File: src/source/reg_pkg.sv
package reg_pkg;

	//////////////////////////////////////////////////
	// widths
	//////////////////////////////////////////////////
	localparam int data_width      = 64; // gpr width
	localparam int reg_addr_width  = 5;  // register field in the instruction
	localparam int num_regs        = 32;
	localparam int imm_width       = 16;
	localparam int opcode_width    = 6;  // primary opcode
	localparam int xopcode_width   = 10; // extended opcode
	localparam int unit_code_width = 3;
	localparam int format_width    = 5;  // instruction format index
	localparam int cr_width        = 32; // eight 4-bit cr fields

	//////////////////////////////////////////////////
	// encodings
	//////////////////////////////////////////////////

	// how an instruction uses one of its register fields
	typedef enum logic [1:0] {
		use_imm        = 2'd0, // field is a literal
		use_read       = 2'd1,
		use_write      = 2'd2, // destination only
		use_read_write = 2'd3
	} reg_use_t;

	// functional unit, for issue and for writeback source
	typedef enum logic [unit_code_width-1:0] {
		unit_fx     = 3'd0,
		unit_fp     = 3'd1, // no fp regs here
		unit_ldst   = 3'd2,
		unit_branch = 3'd3,
		unit_trap   = 3'd4
	} unit_code_t;

endpackage

File: src/source/writeback_control.sv
module writeback_control import reg_pkg::*; #(
	parameter int data_width = reg_pkg::data_width
) (
	input  logic                      clock_i,
	input  logic                      reset_i,
	input  unit_code_t                wb_unit_i,
	input  logic                      wb1_valid_i,
	input  logic [reg_addr_width-1:0] wb1_addr_i,
	input  logic [data_width-1:0]     wb1_data_i,
	input  logic                      wb2_valid_i,
	input  logic [reg_addr_width-1:0] wb2_addr_i,
	input  logic [data_width-1:0]     wb2_data_i,
	input  logic                      wb_mode_i,
	output logic                      we1_o,
	output logic [reg_addr_width-1:0] wa1_o,
	output logic [data_width-1:0]     wd1_o,
	output logic                      we2_o,
	output logic [reg_addr_width-1:0] wa2_o,
	output logic [data_width-1:0]     wd2_o,
	output logic                      mode64_o,
	output logic [cr_width-1:0]       condition_o
);
	logic cr_load; // fx port 2 carries the new cr

	// which producer may touch the gprs
	always_comb begin
		we1_o = 1'b0;
		we2_o = 1'b0;
		case (wb_unit_i)
			unit_fx:   we1_o = wb1_valid_i; // port 2 goes to the cr instead
			unit_ldst: begin
				we1_o = wb1_valid_i;
				we2_o = wb2_valid_i;
			end
			default:   ; // fp, branch, trap have no gpr result here
		endcase
	end

	assign cr_load = (wb_unit_i == unit_fx) && wb2_valid_i;

	assign wa1_o = wb1_addr_i;
	assign wd1_o = wb1_data_i;
	assign wa2_o = wb2_addr_i;
	assign wd2_o = wb2_data_i;

	always_ff @(posedge clock_i) begin
		if (reset_i) begin
			condition_o <= '0;
			mode64_o    <= 1'b1; // come up in 64-bit mode
		end else begin
			if (cr_load) condition_o <= wb2_data_i[cr_width-1:0];
			if (we1_o || we2_o) mode64_o <= wb_mode_i; // any gpr write updates the mode
		end
	end

endmodule

File: config.mk
export PLATFORM = sky130hd
export DESIGN_NAME = writeback_control
export DESIGN_NICKNAME = d
export VERILOG_FILES = /design/src/source/reg_pkg.sv /design/src/source/writeback_control.sv
export SDC_FILE = /design/constraint.sdc
export NUM_CORES = 1
export LEC_CHECK = 0
export BUFFER_PORTS_ARGS = -buffer_cell sky130_fd_sc_hd__clkbuf_2
export CAP_MARGIN = 40
export CORE_AREA = 3 3 122 124
export DETAILED_ROUTE_END_ITERATION = 10
export DIE_AREA = 0 0 125 127
export HOLD_SLACK_MARGIN = 0.12
export MAX_ROUTING_LAYER = met4
export PLACE_DENSITY = 0.58
export SLEW_MARGIN = 0
export SYNTH_ARGS = -nofsm -noshare
export SYNTH_HDL_FRONTEND = slang
export SYNTH_SLANG_ARGS = --single-unit
File: constraint.sdc
create_clock -name clock_i -period 1.6 [get_ports clock_i]
set_input_delay 0.32 -clock clock_i [delete_from_list [all_inputs] [get_ports clock_i]]
set_output_delay 0.32 -clock clock_i [all_outputs]
set_load 0.1 [all_outputs]
==> results.md <==
* Run status: finished clean
* Vias in the first global route at 1378
* Cell with the most instances after synthesis: buf_4
* Die area at 0.0159 sq mm
* Grt met2 use at 9.59%
* Placement Rows at 43
* Tcrit/Tclk final at 88.0%
* Proportion of layout cells with a drive suffix above 1 at 47.3%
* Largest delay contributor family on the critical path: buffers and inverters
* Top cell type's share of synthesized area at 46.4%
* Total power at 2.50 mW
* Largest net degree at the start of global routing at 20
* Starting Density at 16.1%
* Synthesis-stage register bit count at 33
* Worst Setup Start Kind: register
* # IOs at 319
* Buffers plus inverters on the worst setup path at 1
* Post-synthesis sequential area ratio at 29.6%
* Top cells by count, synth: 138 x buf_4, 64 x nand2_1, 33 x dfxtp_1
* Synth cell types at 16
* Worst r2r dst: mode64_o
* Routed Antenna Nets at 0
* Setup crit end: condition_o[1]
* Filler Cell Count at 1608
* Avg Cell Area, Syn at 7.80 sq um
* Yosys warns at 0
* Global-route wire length before repair at 7620 microns
* FMAX at 710 MHz
* Clock Skew at 0 ns
* Hold Vio Cnt, Final at 0
* Post-CTS setup buffers at 0
* Power per standard cell area at 1160 mW/mm^2
* Crit-path max cell delay at 0.46 ns
* Drt total wl at 5300 microns
* Slew of the pin with the lowest slew margin at 0.559 ns
* WL per Instance at 12.2 microns
* Final Max Slew Viols at 0
* Max-cap check violation count at 0
* Syn Nets at 432
* Initial antenna violation count at 0
* Nets at 402
* Hold buffer count at CTS at 0
* Synth top area cells: buf_4 46%, dfxtp_1 30%, nand2_1 11%, a21oi_1 7.2%, buf_6 1.5%
* Critical Path Stages at 1
* Largest area contributor in the netlist: buf_4
* Primary FF master, synth: dfxtp_1
* Die Wd at 125 microns
* Final HPWL DP at 4110 microns
* TNS Setup at 0 ns
* Congestion Overflow GR at 0
* Worst min-delay path class: in -> reg
* Final GP Congestion at 0.687
* FF-to-FF setup slack at 0.76 ns
* GRT busiest layer: met2
* Req. time, crit path at 1.28 ns
* Arrival @ worst endpoint at 1.09 ns
* R2R depth at 2
* CTS tree: built
* Max VDD drop at 0.287 mV
* I/O Buffers at 106
* Cells after synthesis at 286
* Clock sinks at 33
* Clock buffer depth at 2
* RSZ-0062 raised after global routing: no
* Synth-to-layout area growth at -3.92%
* Kind of critical path: reg -> out
* DIE HEIGHT at 127 microns
* Clock period minus worst slack at 1.41 ns
* Post-CTS sizing at 0
* Setup violators final at 0
* CP max FO at 2
* Met3 Resource Use GR at 3.01%
* Routed via count at 1501
* Reg clk slew, reported paths at 0.06 ns
* Slew margin rel. at 62.9%
* DRC viols at 0
* # H-tree levels at 2
* Met1 Use GR at 6.42%
* Ant. Diodes at 0
* CTS Buf Count at 5
* Launch point of the critical path: condition_o[1]
* Overall Global Routing Usage at 6.70%
* Worst setup EP type: primary output
* Asr flop ratio synth at 0%
* Leakage at 0.943 nW
* Crit-path slowest cell: clkbuf_2
* CTS Root Cell: clkbuf_16
* Cell Chain, Critical Path: clkbuf_2
* Clock latency on the worst-skew pair at 0.28 ns
* Worst r2r src: mode64_o
* Initial DRC count at 40
* Router iterations before antenna repair at 4
* Netlist Area Pre-Place at 0.00223 sq mm
* Core Area at 0.0139 sq mm
* EDFF count, synth at 0
* Vias per cell at 3.44
==> where the power goes <==
| group | leakage [nW] | internal, mW | switching, mW | total (mW) |
|---|---|---|---|---|
| logic | 0.607 | 0.110 | 0.553 | 0.663 |
| clock network | 0.0690 | 0.610 | 0.374 | 0.984 |
| registers | 0.267 | 0.841 | 0.00845 | 0.849 |
| total | 0.943 | 1.56 | 0.935 | 2.50 |
==> cell usage in the layout (no fill, tap or decap) <==
cell type / synthesis / routed
and2_1: 1 / 1
buf_12: 0 / 3
nor2_1: 1 / 1
clkbuf_2: 0 / 97
nor4b_4: 0 / 1
buf_4: 138 / 12
a21oi_1: 32 / 32
clkinvlp_4: 0 / 1
a21boi_1: 1 / 1
a311o_1: 1 / 1
a21o_1: 1 / 1
or4b_1: 1 / 1
nand2_1: 64 / 64
clkbuf_8: 0 / 1
clkbuf_16: 0 / 5
dfxtp_1: 33 / 33
and3_2: 0 / 1
==> worst min path at each step <==
stage	startpoint	end	slack, ns	cells after the start
after global routing	wb2_data_i[4]	condition_o[4]	0.27	3
after floorplan	wb2_data_i[0]	condition_o[0]	0.46	2
after CTS	wb2_data_i[14]	condition_o[14]	0.25	3
after global placement	condition_o[29]	condition_o[29]	0.44	2
final	wb2_data_i[19]	condition_o[19]	0.27	3
after detailed placement	condition_o[29]	condition_o[29]	0.45	2
==> final cells by class <==
type,count,area [sq um],area share [%]
Tap cell,180,225,10.5
Sequential cell,33,661,30.8
Clock inverter,1,7.51,0.350
Multi-Input combinational cell,104,477,22.2
Timing Repair Buffer,112,636,29.6
Clock buffer,6,139,6.48
==> per-layer routing <==
metal / routed length (microns) / up-vias
met2: 2370 / 91
met4: 419 / 0
met1: 1920 / 651
met5: 0 / -
met3: 594 / 61
li1: - / 698
==> flip-flops by register name, summed over array words and instances (netlist names) <==
name and count:
condition_o 32, mode64_o 1
==> kinds of logic (layout without fill, tap and decap cells) <==
logic type	after synthesis	in the layout	share of synthesized area, %
AND/OR/NAND/NOR	69	69	12.6
buffers and inverters	149	119	49.5
AO/OA/AOI/OAI	35	35	8.30
flip-flops	33	33	29.6
==> per-stage QoR <==
step	hold slack, ns	setup slack (ns)	instance area [sq um]	util (%)	cells
after floorplan	0.456	0.0287	2230	-	286
after global placement	0.443	0.118	2000	14.4	429
after detailed placement	0.446	0.107	2000	14.4	429
after CTS	0.250	0.167	2140	15.4	436
after global routing	0.269	0.136	2140	15.4	436
final	0.267	0.192	2140	15.4	436
No activity file was read; power rests on OpenSTA's default activity.
