`src/source/reg_pkg.sv`:
```
package reg_pkg;

	//////////////////////////////////////////////////
	// widths
	//////////////////////////////////////////////////
	localparam int data_width      = 64; // gpr width
	localparam int reg_addr_width  = 5;  // register field in the instruction
	localparam int num_regs        = 32;
	localparam int imm_width       = 16;
	localparam int opcode_width    = 6;  // primary opcode
	localparam int xopcode_width   = 10; // extended opcode
	localparam int unit_code_width = 3;
	localparam int format_width    = 5;  // instruction format index
	localparam int cr_width        = 32; // eight 4-bit cr fields

	//////////////////////////////////////////////////
	// encodings
	//////////////////////////////////////////////////

	// how an instruction uses one of its register fields
	typedef enum logic [1:0] {
		use_imm        = 2'd0, // field is a literal
		use_read       = 2'd1,
		use_write      = 2'd2, // destination only
		use_read_write = 2'd3
	} reg_use_t;

	// functional unit, for issue and for writeback source
	typedef enum logic [unit_code_width-1:0] {
		unit_fx     = 3'd0,
		unit_fp     = 3'd1, // no fp regs here
		unit_ldst   = 3'd2,
		unit_branch = 3'd3,
		unit_trap   = 3'd4
	} unit_code_t;

endpackage

```
`src/source/pending_table.sv`:
```
module pending_table import reg_pkg::*; #(
	parameter int num_regs = reg_pkg::num_regs
) (
	input  logic                      clock_i,
	input  logic                      reset_i,
	input  logic                      set1_i,
	input  logic                      set2_i,
	input  logic                      set3_i,
	input  logic [reg_addr_width-1:0] set1_addr_i,
	input  logic [reg_addr_width-1:0] set2_addr_i,
	input  logic [reg_addr_width-1:0] set3_addr_i,
	input  logic                      clr1_i,
	input  logic                      clr2_i,
	input  logic [reg_addr_width-1:0] clr1_addr_i,
	input  logic [reg_addr_width-1:0] clr2_addr_i,
	input  logic [reg_addr_width-1:0] q1_addr_i,
	input  logic [reg_addr_width-1:0] q2_addr_i,
	input  logic [reg_addr_width-1:0] q3_addr_i,
	output logic                      busy1_o,
	output logic                      busy2_o,
	output logic                      busy3_o
);
	localparam int idx_width = $clog2(num_regs);

	logic [num_regs-1:0] pending_q; // one bit per gpr, 1 = result still in flight

	always_ff @(posedge clock_i) begin
		if (reset_i) begin
			pending_q <= '0;
		end else begin
			// writebacks first
			if (clr1_i) pending_q[clr1_addr_i[idx_width-1:0]] <= 1'b0;
			if (clr2_i) pending_q[clr2_addr_i[idx_width-1:0]] <= 1'b0;
			// new destinations override a clear on the same edge
			if (set1_i) pending_q[set1_addr_i[idx_width-1:0]] <= 1'b1;
			if (set2_i) pending_q[set2_addr_i[idx_width-1:0]] <= 1'b1;
			if (set3_i) pending_q[set3_addr_i[idx_width-1:0]] <= 1'b1;
		end
	end

	assign busy1_o = pending_q[q1_addr_i[idx_width-1:0]];
	assign busy2_o = pending_q[q2_addr_i[idx_width-1:0]];
	assign busy3_o = pending_q[q3_addr_i[idx_width-1:0]];

endmodule

```
`config.mk`:
```
export PLATFORM = sky130hd
export DESIGN_NAME = pending_table
export DESIGN_NICKNAME = d
export VERILOG_FILES = /design/src/source/reg_pkg.sv /design/src/source/pending_table.sv
export SDC_FILE = /design/constraint.sdc
export NUM_CORES = 1
export LEC_CHECK = 0
export ABC_AREA = 0
export BUFFER_PORTS_ARGS = -buffer_cell sky130_fd_sc_hd__buf_2
export CAP_MARGIN = 10
export CORE_UTILIZATION = 45
export CTS_BUF_LIST = sky130_fd_sc_hd__clkbuf_4
export CTS_CLUSTER_SIZE = 25
export DETAILED_ROUTE_END_ITERATION = 6
export GPL_ROUTABILITY_DRIVEN = 0
export PLACE_DENSITY = 0.69
export SETUP_SLACK_MARGIN = 0.4
export SLEW_MARGIN = 40
export SYNTH_ARGS = -nofsm -noshare
export SYNTH_HDL_FRONTEND = slang
export SYNTH_SLANG_ARGS = --single-unit
```
`constraint.sdc`:
```
create_clock -name clock_i -period 1.01 [get_ports clock_i]
set_input_delay 0.0505 -clock clock_i [delete_from_list [all_inputs] [get_ports clock_i]]
set_output_delay 0.0505 -clock clock_i [all_outputs]
set_load 0.02 [all_outputs]
```
==> key figures <==
Worst setup path
  • Startpoint Class: register
  • Crit. Startpoint: pending_q[23]
  • Worst Reg2Reg Path Length in Cells: 3
  • Worst r2r dst: pending_q[19]
  • Setup Crit Path Kind: reg2out
  • Worst R2R Setup Slack: between 0.2 and 0.3 ns
  • CP arrival: 1.59 ns
  • Critical path's slowest cell: dfxtp_4
  • Crit path capture type: output pin
  • RR Startpoint: pending_q[19]
  • Worst EP required: 0.96 ns
  • Crit-path cells: mux2i_1, a22oi_1, nand4b_1, a21oi_1, a311o_1, buf_6
  • Crit-path max cell delay: 0.38 ns
  • Crit path max fanout: 4

Logic synthesis
  • Cell count after synthesis: 397
  • Synth area leader: dfxtp_1
  • Post-Synthesis Cell Area: 3040 sq um
  • Part of the Yosys area used for sequential elements: 0.210
  • Number of synthesized flops with an enable pin: 0
  • Most instantiated library cell after synthesis: nand2_1
  • Mapped Nets: 444
  • Synthesized area per cell: 7.67 sq um
  • FF+latch count, synth: 32
  • Synth cell count leaders: 92 x nand2_1, 74 x a22oi_1, 48 x mux2i_1, 32 x dfxtp_1, 30 x a31oi_1
  • Share of the synthesized area in the top cell type: 0.210
  • Synth Warn #: 0
  • Post-synthesis async set-or-reset flop share: 0
  • Predominant post-synthesis flop cell: dfxtp_1
  • Yosys cell types: 25
  • Area contributors post-synth: dfxtp_1 21%, a22oi_1 18%, mux2i_1 16%

Clocking
  • CTS hold repair buffers: 0
  • Maximum clock insertion buffer count: 2
  • CTS Buf Count: 5
  • TritonCTS Sinks: 32
  • TritonCTS clock tree: yes
  • # H-tree levels: 2
  • Clk root buf: clkbuf_4
  • Worst-skew pair later-pin latency: ~0.33 ns
  • Clock transition at the registers of the reported paths: 0.10 ns

Hold path
  • Hold path cells: 3
  • Hold worst-path end: pending_q[27]
  • Worst min path class: in2reg
  • Hold Crit Start: reset_i

Timing
  • Relative slew slack: 0.606
  • Tcrit/Tclk final: 1.63
  • Maximum clock frequency: 608 MHz
  • Worst clock skew: 0 ns
  • Worst Hold Slack: 0.0903 ns
  • Final WS setup: -0.635 ns
  • RSZ-0062 raised after global routing: true
  • Setup TNS after final layout: -1.83 ns
  • Post-layout minimum cycle time: 1.65 ns
  • Least-Margin Pin Slew: 0.591 ns
  • Fin. max-slew vios: 0
  • Final Hold Viols: 0
  • Final setup viols: 3

Die
  • Die area: roughly 7100 sq um
  • Initial cell density of the core: 0.474
  • Row Count: 29
  • Die Ht: between 80 and 90 um
  • DIE WIDTH: 84.3 um
  • Core Footprint: approximately 6400 sq um
  • # IOs: 50

Power and ir drop
  • Leak pwr: around 1.7 nW
  • Worst vdd ir: approximately 440 uV
  • Power Total: 3.57 mW
  • Pwr/cell area: approximately 760 nW/um^2

Cells and area
  • Multi-input logic area: 2860 sq um
  • # diodes: 0
  • Fillcell total: 473
  • Nets@finish: 539
  • Sequential standard cell area: between 700 and 800 sq um
  • Biggest regs: pending_q (32)
  • Area growth syn-to-layout: 55.0%
  • Biggest register: pending_q
  • Post-route cell area: 4720 sq um
  • Share of layout cells above drive strength 1: 0.523
  • Largest register FFs: 32

Placed design
  • Cell Area, Placed: 4000 sq um
  • PortBufs: 49
  • Post-DP HPWL: 8610 um

GRT
  • Vias in the first global route: 3,434
  • First-pass GRT wire length: 17,700 um
  • Pin count of the biggest net entering global routing: 33
  • Gr usage total: 0.319
  • Initial antenna violation count: 0
  • GR Overflow Total: 0

Drt
  • Routed WL: 11,800 um
  • Vias: 3,769
  • Drt first-iter violations: 441
  • DRC errors left: 8
  • Initial DRT Pass Iterations: 7
  • Post-detailed-route count of antenna-violating nets: 0
  • DR vias/cell: 6.61
  • Routed length per placed instance: slightly above 20 um

Run status
  • Violated checks: design-rule violations, negative setup slack
  • Status: finished with violations

Job
  • Max Cap Viol: 0
cell type report:
class                   instances  share of cell area
repair buffers                106               0.198
flip-flops and latches         32               0.159
clock buffers                   5             0.00796
clock inverters                 3             0.00796
well taps                      77              0.0204
multi-input cells             347               0.606
cell families (layout without fill, tap and decap cells):
logic type             Yosys count  count (layout)  synth area share
AO/OA/AOI/OAI                  123             123             0.286
buffers and inverters           18             114            0.0456
flip-flops                      32              32             0.210
multiplexers                    48              48             0.158
AND/OR/NAND/NOR                176             176             0.300
timing repair:
action                     in CTS  in global routing
gates resized for setup       112                 73
buffers inserted                6                  6
hold endpoints to repair        0                  0
setup endpoints to repair      35                 35
pin swaps                      20                 25
metrics by stage:
step / util / cells / worst slack [ns]
after floorplan: - / 397 / -0.0736
after global placement: 0.622 / 550 / -0.312
after detailed placement: 0.622 / 550 / -0.314
after CTS: 0.693 / 564 / -0.587
after global routing: 0.734 / 570 / -0.715
final: 0.734 / 570 / -0.635
placed cells by master, fill, tap and decap left out, types with 2 or more instances in the layout:
master and instances:
nand3_1 6, a21oi_2 2, buf_8 4, a311o_1 3, buf_12 7, and3b_1 8, mux2i_2 2, a22oi_1 31
a22oi_2 43, buf_6 23, clkinv_1 2, and2_1 3, nand4b_1 3, and3b_2 5, a31oi_1 28, and2b_1 3
nor2b_1 3, nor2_2 3, mux2i_1 46, nor3b_4 17, nor2_1 7, dfxtp_2 4, nand2_1 65, dfxtp_4 28
nand2b_1 3, buf_4 44, nand2_4 2, and3_4 3, nand2_2 25, and3_1 6, nor3b_1 3, nor3_4 2
a222oi_1 2, a211oi_1 3, buf_2 26, nor3_2 2, clkbuf_4 7, nor2_4 5, a21oi_1 9
how the worst max path moves through the flow:
stage	cells after the start	to
4_1_cts	6	busy2_o
2_1_floorplan	7	busy1_o
3_3_place_gp	8	busy1_o
6_report	6	busy3_o
3_5_place_dp	8	busy2_o
5_1_grt	6	busy3_o
power by group:
part | internal (mW) | total, mW | switching (mW) | leakage (nW)
Clock | 0.505 | 0.936 | 0.431 | 0.0403
Sequential | 1.26 | 1.33 | 0.0709 | 0.283
Combinational | 0.620 | 1.31 | 0.686 | 1.41
Total | 2.39 | 3.57 | 1.19 | 1.73
critical path, delay by kind of cell (launching register included):
kind            cells  cell delay [ns]
simple gates        1             0.11
buf+inv             1             0.14
compound gates      3             0.46
flops               1             0.38
mux                 1             0.17
metal layers:
metal	global-route usage	wire, um
met5	0	0
met2	0.538	5630
met3	0.0374	876
met4	0.169	641
met1	0.398	4660
(Power assumes the default switching activity.)
