--- config.mk ---
export PLATFORM = sky130hd
export DESIGN_NAME = operand_issue
export DESIGN_NICKNAME = d
export VERILOG_FILES = /design/src/source/reg_pkg.sv /design/src/source/operand_issue.sv
export SDC_FILE = /design/constraint.sdc
export NUM_CORES = 1
export LEC_CHECK = 0
export BUFFER_PORTS_ARGS = -buffer_cell sky130_fd_sc_hd__buf_2
export CORE_AREA = 5 5 266 268
export DETAILED_ROUTE_END_ITERATION = 7
export DIE_AREA = 0 0 271 273
export GPL_TIMING_DRIVEN = 0
export PLACE_DENSITY = 0.48
export RECOVER_POWER = 100
export SETUP_SLACK_MARGIN = 0.4
export SYNTH_ARGS = -nofsm -noshare
export SYNTH_HDL_FRONTEND = slang
export SYNTH_SLANG_ARGS = --single-unit
--- constraint.sdc ---
create_clock -name clock_i -period 58.6 [get_ports clock_i]
set_input_delay 11.72 -clock clock_i [delete_from_list [all_inputs] [get_ports clock_i]]
set_output_delay 11.72 -clock clock_i [all_outputs]
set_load 0.05 [all_outputs]
--- src/source/reg_pkg.sv ---
package reg_pkg;

	//////////////////////////////////////////////////
	// widths
	//////////////////////////////////////////////////
	localparam int data_width      = 64; // gpr width
	localparam int reg_addr_width  = 5;  // register field in the instruction
	localparam int num_regs        = 32;
	localparam int imm_width       = 16;
	localparam int opcode_width    = 6;  // primary opcode
	localparam int xopcode_width   = 10; // extended opcode
	localparam int unit_code_width = 3;
	localparam int format_width    = 5;  // instruction format index
	localparam int cr_width        = 32; // eight 4-bit cr fields

	//////////////////////////////////////////////////
	// encodings
	//////////////////////////////////////////////////

	// how an instruction uses one of its register fields
	typedef enum logic [1:0] {
		use_imm        = 2'd0, // field is a literal
		use_read       = 2'd1,
		use_write      = 2'd2, // destination only
		use_read_write = 2'd3
	} reg_use_t;

	// functional unit, for issue and for writeback source
	typedef enum logic [unit_code_width-1:0] {
		unit_fx     = 3'd0,
		unit_fp     = 3'd1, // no fp regs here
		unit_ldst   = 3'd2,
		unit_branch = 3'd3,
		unit_trap   = 3'd4
	} unit_code_t;

endpackage

--- src/source/operand_issue.sv ---
module operand_issue import reg_pkg::*; #(
	parameter int data_width = reg_pkg::data_width
) (
	input  logic                      clock_i,
	input  logic                      reset_i,
	// instruction from decode
	input  logic                      enable_i,
	input  logic [imm_width-1:0]      imm_i,
	input  logic                      imm_en_i,
	input  logic [reg_addr_width-1:0] reg1_i, reg2_i, reg3_i,
	input  logic                      reg1_en_i, reg2_en_i, reg3_en_i,
	input  reg_use_t                  reg1_use_i, reg2_use_i, reg3_use_i,
	input  logic                      reg2_zero_sel_i,
	input  logic                      reg3_is_imm_i,
	input  logic                      bit1_i, bit2_i, bit1_en_i, bit2_en_i,
	input  logic [opcode_width-1:0]   opcode_i,
	input  logic [xopcode_width-1:0]  xopcode_i,
	input  logic                      xopcode_en_i,
	input  unit_code_t                unit_i,
	input  logic [format_width-1:0]   format_i,
	input  logic [data_width-1:0]     address_i,
	// register file and scoreboard
	input  logic [data_width-1:0]     rd1_data_i, rd2_data_i, rd3_data_i,
	input  logic                      busy1_i, busy2_i, busy3_i,
	input  logic                      mode64_i,
	output logic [reg_addr_width-1:0] rd1_addr_o, rd2_addr_o, rd3_addr_o,
	output logic                      set1_o, set2_o, set3_o,
	output logic [reg_addr_width-1:0] set1_addr_o, set2_addr_o, set3_addr_o,
	output logic                      stall_o,
	// issue to execution
	output logic                      issue_o,
	output logic [data_width-1:0]     operand1_o, operand2_o, operand3_o,
	output logic                      operand1_en_o, operand2_en_o, operand3_en_o,
	output logic                      operand1_wb_o, operand2_wb_o, operand3_wb_o,
	output logic [reg_addr_width-1:0] reg1_o, reg2_o, reg3_o,
	output logic [imm_width-1:0]      imm_o,
	output logic                      imm_en_o,
	output logic                      bit1_o, bit2_o, bit1_en_o, bit2_en_o,
	output logic [opcode_width-1:0]   opcode_o,
	output logic [xopcode_width-1:0]  xopcode_o,
	output logic                      xopcode_en_o,
	output unit_code_t                unit_o,
	output logic [format_width-1:0]   format_o,
	output logic [data_width-1:0]     address_o,
	output logic                      mode64_o
);
	logic                  zero2;                // ra|0 form with r0
	logic                  names1, names2, names3; // operand really refers to a gpr
	logic                  wb1, wb2, wb3;
	logic [data_width-1:0] val1, val2, val3;
	logic                  accept;

	// register contents for reads, else the field itself zero-extended
	function automatic logic [data_width-1:0] pick(input reg_use_t how,
			input logic [reg_addr_width-1:0] field, input logic [data_width-1:0] data);
		if (how == use_read || how == use_read_write) return data;
		return data_width'(field);
	endfunction

	//////////////////////////////////////////////////
	// hazard check
	//////////////////////////////////////////////////
	assign zero2  = reg2_zero_sel_i && (reg2_i == '0);
	assign names1 = reg1_en_i && (reg1_use_i != use_imm);
	assign names2 = reg2_en_i && (reg2_use_i != use_imm) && !zero2;
	assign names3 = reg3_en_i && (reg3_use_i != use_imm) && !reg3_is_imm_i;

	// same addresses go to the read ports and the busy lookups
	assign rd1_addr_o = reg1_i;
	assign rd2_addr_o = reg2_i;
	assign rd3_addr_o = reg3_i;

	// any named gpr in flight holds the instruction, dest included
	assign stall_o = enable_i && ((names1 && busy1_i) || (names2 && busy2_i) ||
			(names3 && busy3_i));
	assign accept  = enable_i && !stall_o;

	//////////////////////////////////////////////////
	// operand select and dest marking
	//////////////////////////////////////////////////
	assign wb1 = reg1_en_i && (reg1_use_i == use_write || reg1_use_i == use_read_write);
	assign wb2 = reg2_en_i && (reg2_use_i == use_write || reg2_use_i == use_read_write);
	assign wb3 = reg3_en_i && (reg3_use_i == use_write || reg3_use_i == use_read_write);

	assign val1 = pick(reg1_use_i, reg1_i, rd1_data_i);
	assign val2 = zero2 ? '0 : pick(reg2_use_i, reg2_i, rd2_data_i);
	assign val3 = reg3_is_imm_i ? data_width'(reg3_i) : pick(reg3_use_i, reg3_i, rd3_data_i);

	// pending set lands on the accepting edge
	assign set1_o      = accept && names1 && wb1;
	assign set2_o      = accept && names2 && wb2;
	assign set3_o      = accept && names3 && wb3;
	assign set1_addr_o = reg1_i;
	assign set2_addr_o = reg2_i;
	assign set3_addr_o = reg3_i;

	//////////////////////////////////////////////////
	// issue register
	//////////////////////////////////////////////////
	always_ff @(posedge clock_i) begin
		if (reset_i) issue_o <= 1'b0;
		else issue_o <= accept; // one-cycle pulse per accepted instruction
	end

	always_ff @(posedge clock_i) begin
		if (accept) begin
			operand1_o    <= val1;
			operand2_o    <= val2;
			operand3_o    <= val3;
			operand1_en_o <= reg1_en_i;
			operand2_en_o <= reg2_en_i;
			operand3_en_o <= reg3_en_i;
			operand1_wb_o <= wb1;
			operand2_wb_o <= wb2;
			operand3_wb_o <= wb3;
			reg1_o        <= reg1_i; // dest addresses for execution
			reg2_o        <= reg2_i;
			reg3_o        <= reg3_i;
			imm_o         <= imm_i;
			imm_en_o      <= imm_en_i;
			bit1_o        <= bit1_i;
			bit2_o        <= bit2_i;
			bit1_en_o     <= bit1_en_i;
			bit2_en_o     <= bit2_en_i;
			opcode_o      <= opcode_i;
			xopcode_o     <= xopcode_i;
			xopcode_en_o  <= xopcode_en_i;
			unit_o        <= unit_i;
			format_o      <= format_i;
			address_o     <= address_i;
			mode64_o      <= mode64_i; // mode as of acceptance
		end
	end

endmodule

==> impl_metrics.csv <==
group,metric,value,unit
synthesis,synth_area,11600,sq um
clocking,clkTransAtPathRegs,60,ps
setup_path,cp.buffers_inverters,2,
final_layout,multi_input_area,1450,sq um
placement,placed_area,16400,sq um
global_routing,grt_max_degree,39,
pwr,power,649,uW
setup_path,startpoint_type,"input port",
drt,drtAntennaViolNets,0,
drt,drc,0,
sta,fmax,39.7,MHz
floorplanning,die_h,273,um
synthesis,synth-main-ff-cell,"edfxtp_1",
synthesis,yosysSeqAreaShare,84.2,%
sta,worst_slew_pin_slew,2190,ps
placement,dp_hpwl,32.0,mm
drt,wl_per_cell,17.8,um
setup_path,critPathSlowestCell,"nor4_1",
global_routing,grt-ovfl-total,0,
pwr,total_leakage_power,5.90,nW
floorplanning,start_util,17.0,%
placement,gp_congestion,0.808,
setup_path,critPathTopFamily,"simple AND/OR/NAND/NOR gates",
setup_path,cp-end-kind,"output pin",
global_routing,antenna_found_initial,8,
clocking,numCtsBuffers,39,
outcome,failed_checks,"max-capacitance violations, max-slew violations",
final_layout,regArea,9750,sq um
final_layout,fill_cells,7353,
synthesis,ys_top_cells_by_count,"edfxtp_1 (324), and2_1 (161), buf_4 (31)",
flow_run,cap_violations,8,
synthesis,synth_edf_count,324,
setup_path,cp_max_fo,5,
drt,dr.pass1.iters,4,
floorplanning,ioPinCount,694,
drt,wl,40.0,mm
worst_hold_path,hold_path_class,"input port to flop",
synthesis,ys_ff_latch,325,
clocking,hold_buffers,0,
synthesis,yosysMostFrequentCell,"edfxtp_1",
synthesis,syn_nets,929,
synthesis,yosysTopAreaCell,"edfxtp_1",
setup_path,critPathKind,"input port to output pin",
sta,finalCriticalPeriod,25190,ps
setup_path,crit_top_cell,"clkbuf_1",
setup_path,crit_chain,"clkbuf_1 > nor4_1 > a21oi_1 > nor4b_2 > clkbuf_1",
synthesis,synth.avg_cell_area,19.5,sq um
final_layout,areaGrowthSynthToFinish,45.3,%
floorplanning,rows,96,
placement,numPortBuffers,692,
floorplanning,dieArea,74000,sq um
floorplanning,core_area,68100,sq um
sta,relSlewSlack,-45.9,%
drt,viasPerCell,3.51,
clocking,ctsResizeCount,0,
outcome,status,"finished, violations left",
clocking,cts_buffer_depth,3,
global_routing,grt_pass1_vias,8481,
final_layout,fin_nets,1673,
final_layout,drive_gt1_share,30.4,%
synthesis,yosysTopAreaCellShare,84.0,%
clocking,cts_tree,"done",
sta,finalSetupTns,0,ps
global_routing,grt_usage,9.98,%
sta,finalSetupViolCount,0,
setup_path,worstPathArrival,13470,ps
synthesis,async_flop_share,0,%
final_layout,fin_area,16800,sq um
synthesis,ys_warn_count,0,
sta,maxSlewViolCount,269,
synthesis,ys_types,26,
drt,drtIter0Drc,292,
pwr,vdd_drop_max,0.0181,mV
synthesis,synth.area.top_cells,"edfxtp_1 (84%), and2_1 (8.7%), buf_4 (2.0%)",
clocking,htreeDepth,2,
setup_path,required,46880,ps
sta,final.period_utilization,43.0,%
floorplanning,dieWidth,271,um
synthesis,synthCells,594,
clocking,post_cts_buffers,0,
sta,hold_viol_final,0,
sta,rsz0062_at_grt,"no",
pwr,powerDensity,38.6,nW/um^2
setup_path,critical-path-max-stage-delay,510,ps
clocking,cts_sinks,325,
clocking,root_buffer,"clkbuf_16",
drt,dr_total_vias,7903,
global_routing,grt_pass1_wl,55.8,mm
[layout make-up]
| class | count | share of cell area, % |
|---|---|---|
| tap | 882 | 6.56 |
| clock inverter | 14 | 0.692 |
| multi-input combinational | 217 | 8.64 |
| sequential | 325 | 57.9 |
| timing repair buffer | 703 | 17.9 |
| clock buffer | 56 | 6.31 |
| antenna | 2 | 0.0297 |
| buffer | 52 | 1.89 |
[sequential cells by signal, summed over array words and instances, names as in the netlist, 3 cells and up]
signal / cells
address_o: 64
operand1_o: 64
operand2_o: 64
operand3_o: 64
imm_o: 16
xopcode_o: 10
opcode_o: 6
format_o: 5
reg1_o: 5
reg2_o: 5
reg3_o: 5
unit_o: 3
[final timing paths]
path                     startpoint             to  slack [ps]  depth (start not counted)
worst min-delay path  address_i[47]  address_o[47]       11350                          1
worst max-delay path      reg2_i[2]         set3_o       33410                          5
[cells by family after synthesis]
logic type             synth area share, %
flip-flops                            84.2
buffers and inverters                 2.95
AO/OA/AOI/OAI                        0.508
AND/OR/NAND/NOR                       10.9
multiplexers                          1.40
[per-stage QoR]
step                      worst slack [ps]  std cells  util [%]  hold slack, ps
after floorplan                      31910        594         -           11800
after global placement               25400       2168      23.7           11890
after detailed placement             33770       2179      24.1           11900
after CTS                            33770       2249      25.8           11300
after global routing                 33250       2249      24.7           11290
final                                33410       2251      24.7           11350
[power breakdown]
| part | switching (mW) | internal (mW) | total, mW |
|---|---|---|---|
| clock | 0.0955 | 0.131 | 0.227 |
| sequential | 0.00636 | 0.283 | 0.289 |
| combinational | 0.111 | 0.0215 | 0.133 |
| total | 0.213 | 0.436 | 0.649 |
[routing by layer]
metal / share of wire, % / track usage (%)
met1: 37 / 11.2
met2: 50 / 17.6
met3: 9.7 / 3.70
met4: 2.4 / 3.10
met5: 0.10 / 0
[cells in the final DEF, fill, tap and decap left out, drive strengths merged, types with 2 or more instances in the layout]
cell,n
clkbuf,476
buf,335
edfxtp,324
and2,181
mux2,10
clkinv,9
nor2,6
mux2i,5
o211ai,4
inv,4
diode,2
nor2b,2
nor4b,2
(Power assumes the default switching activity.)
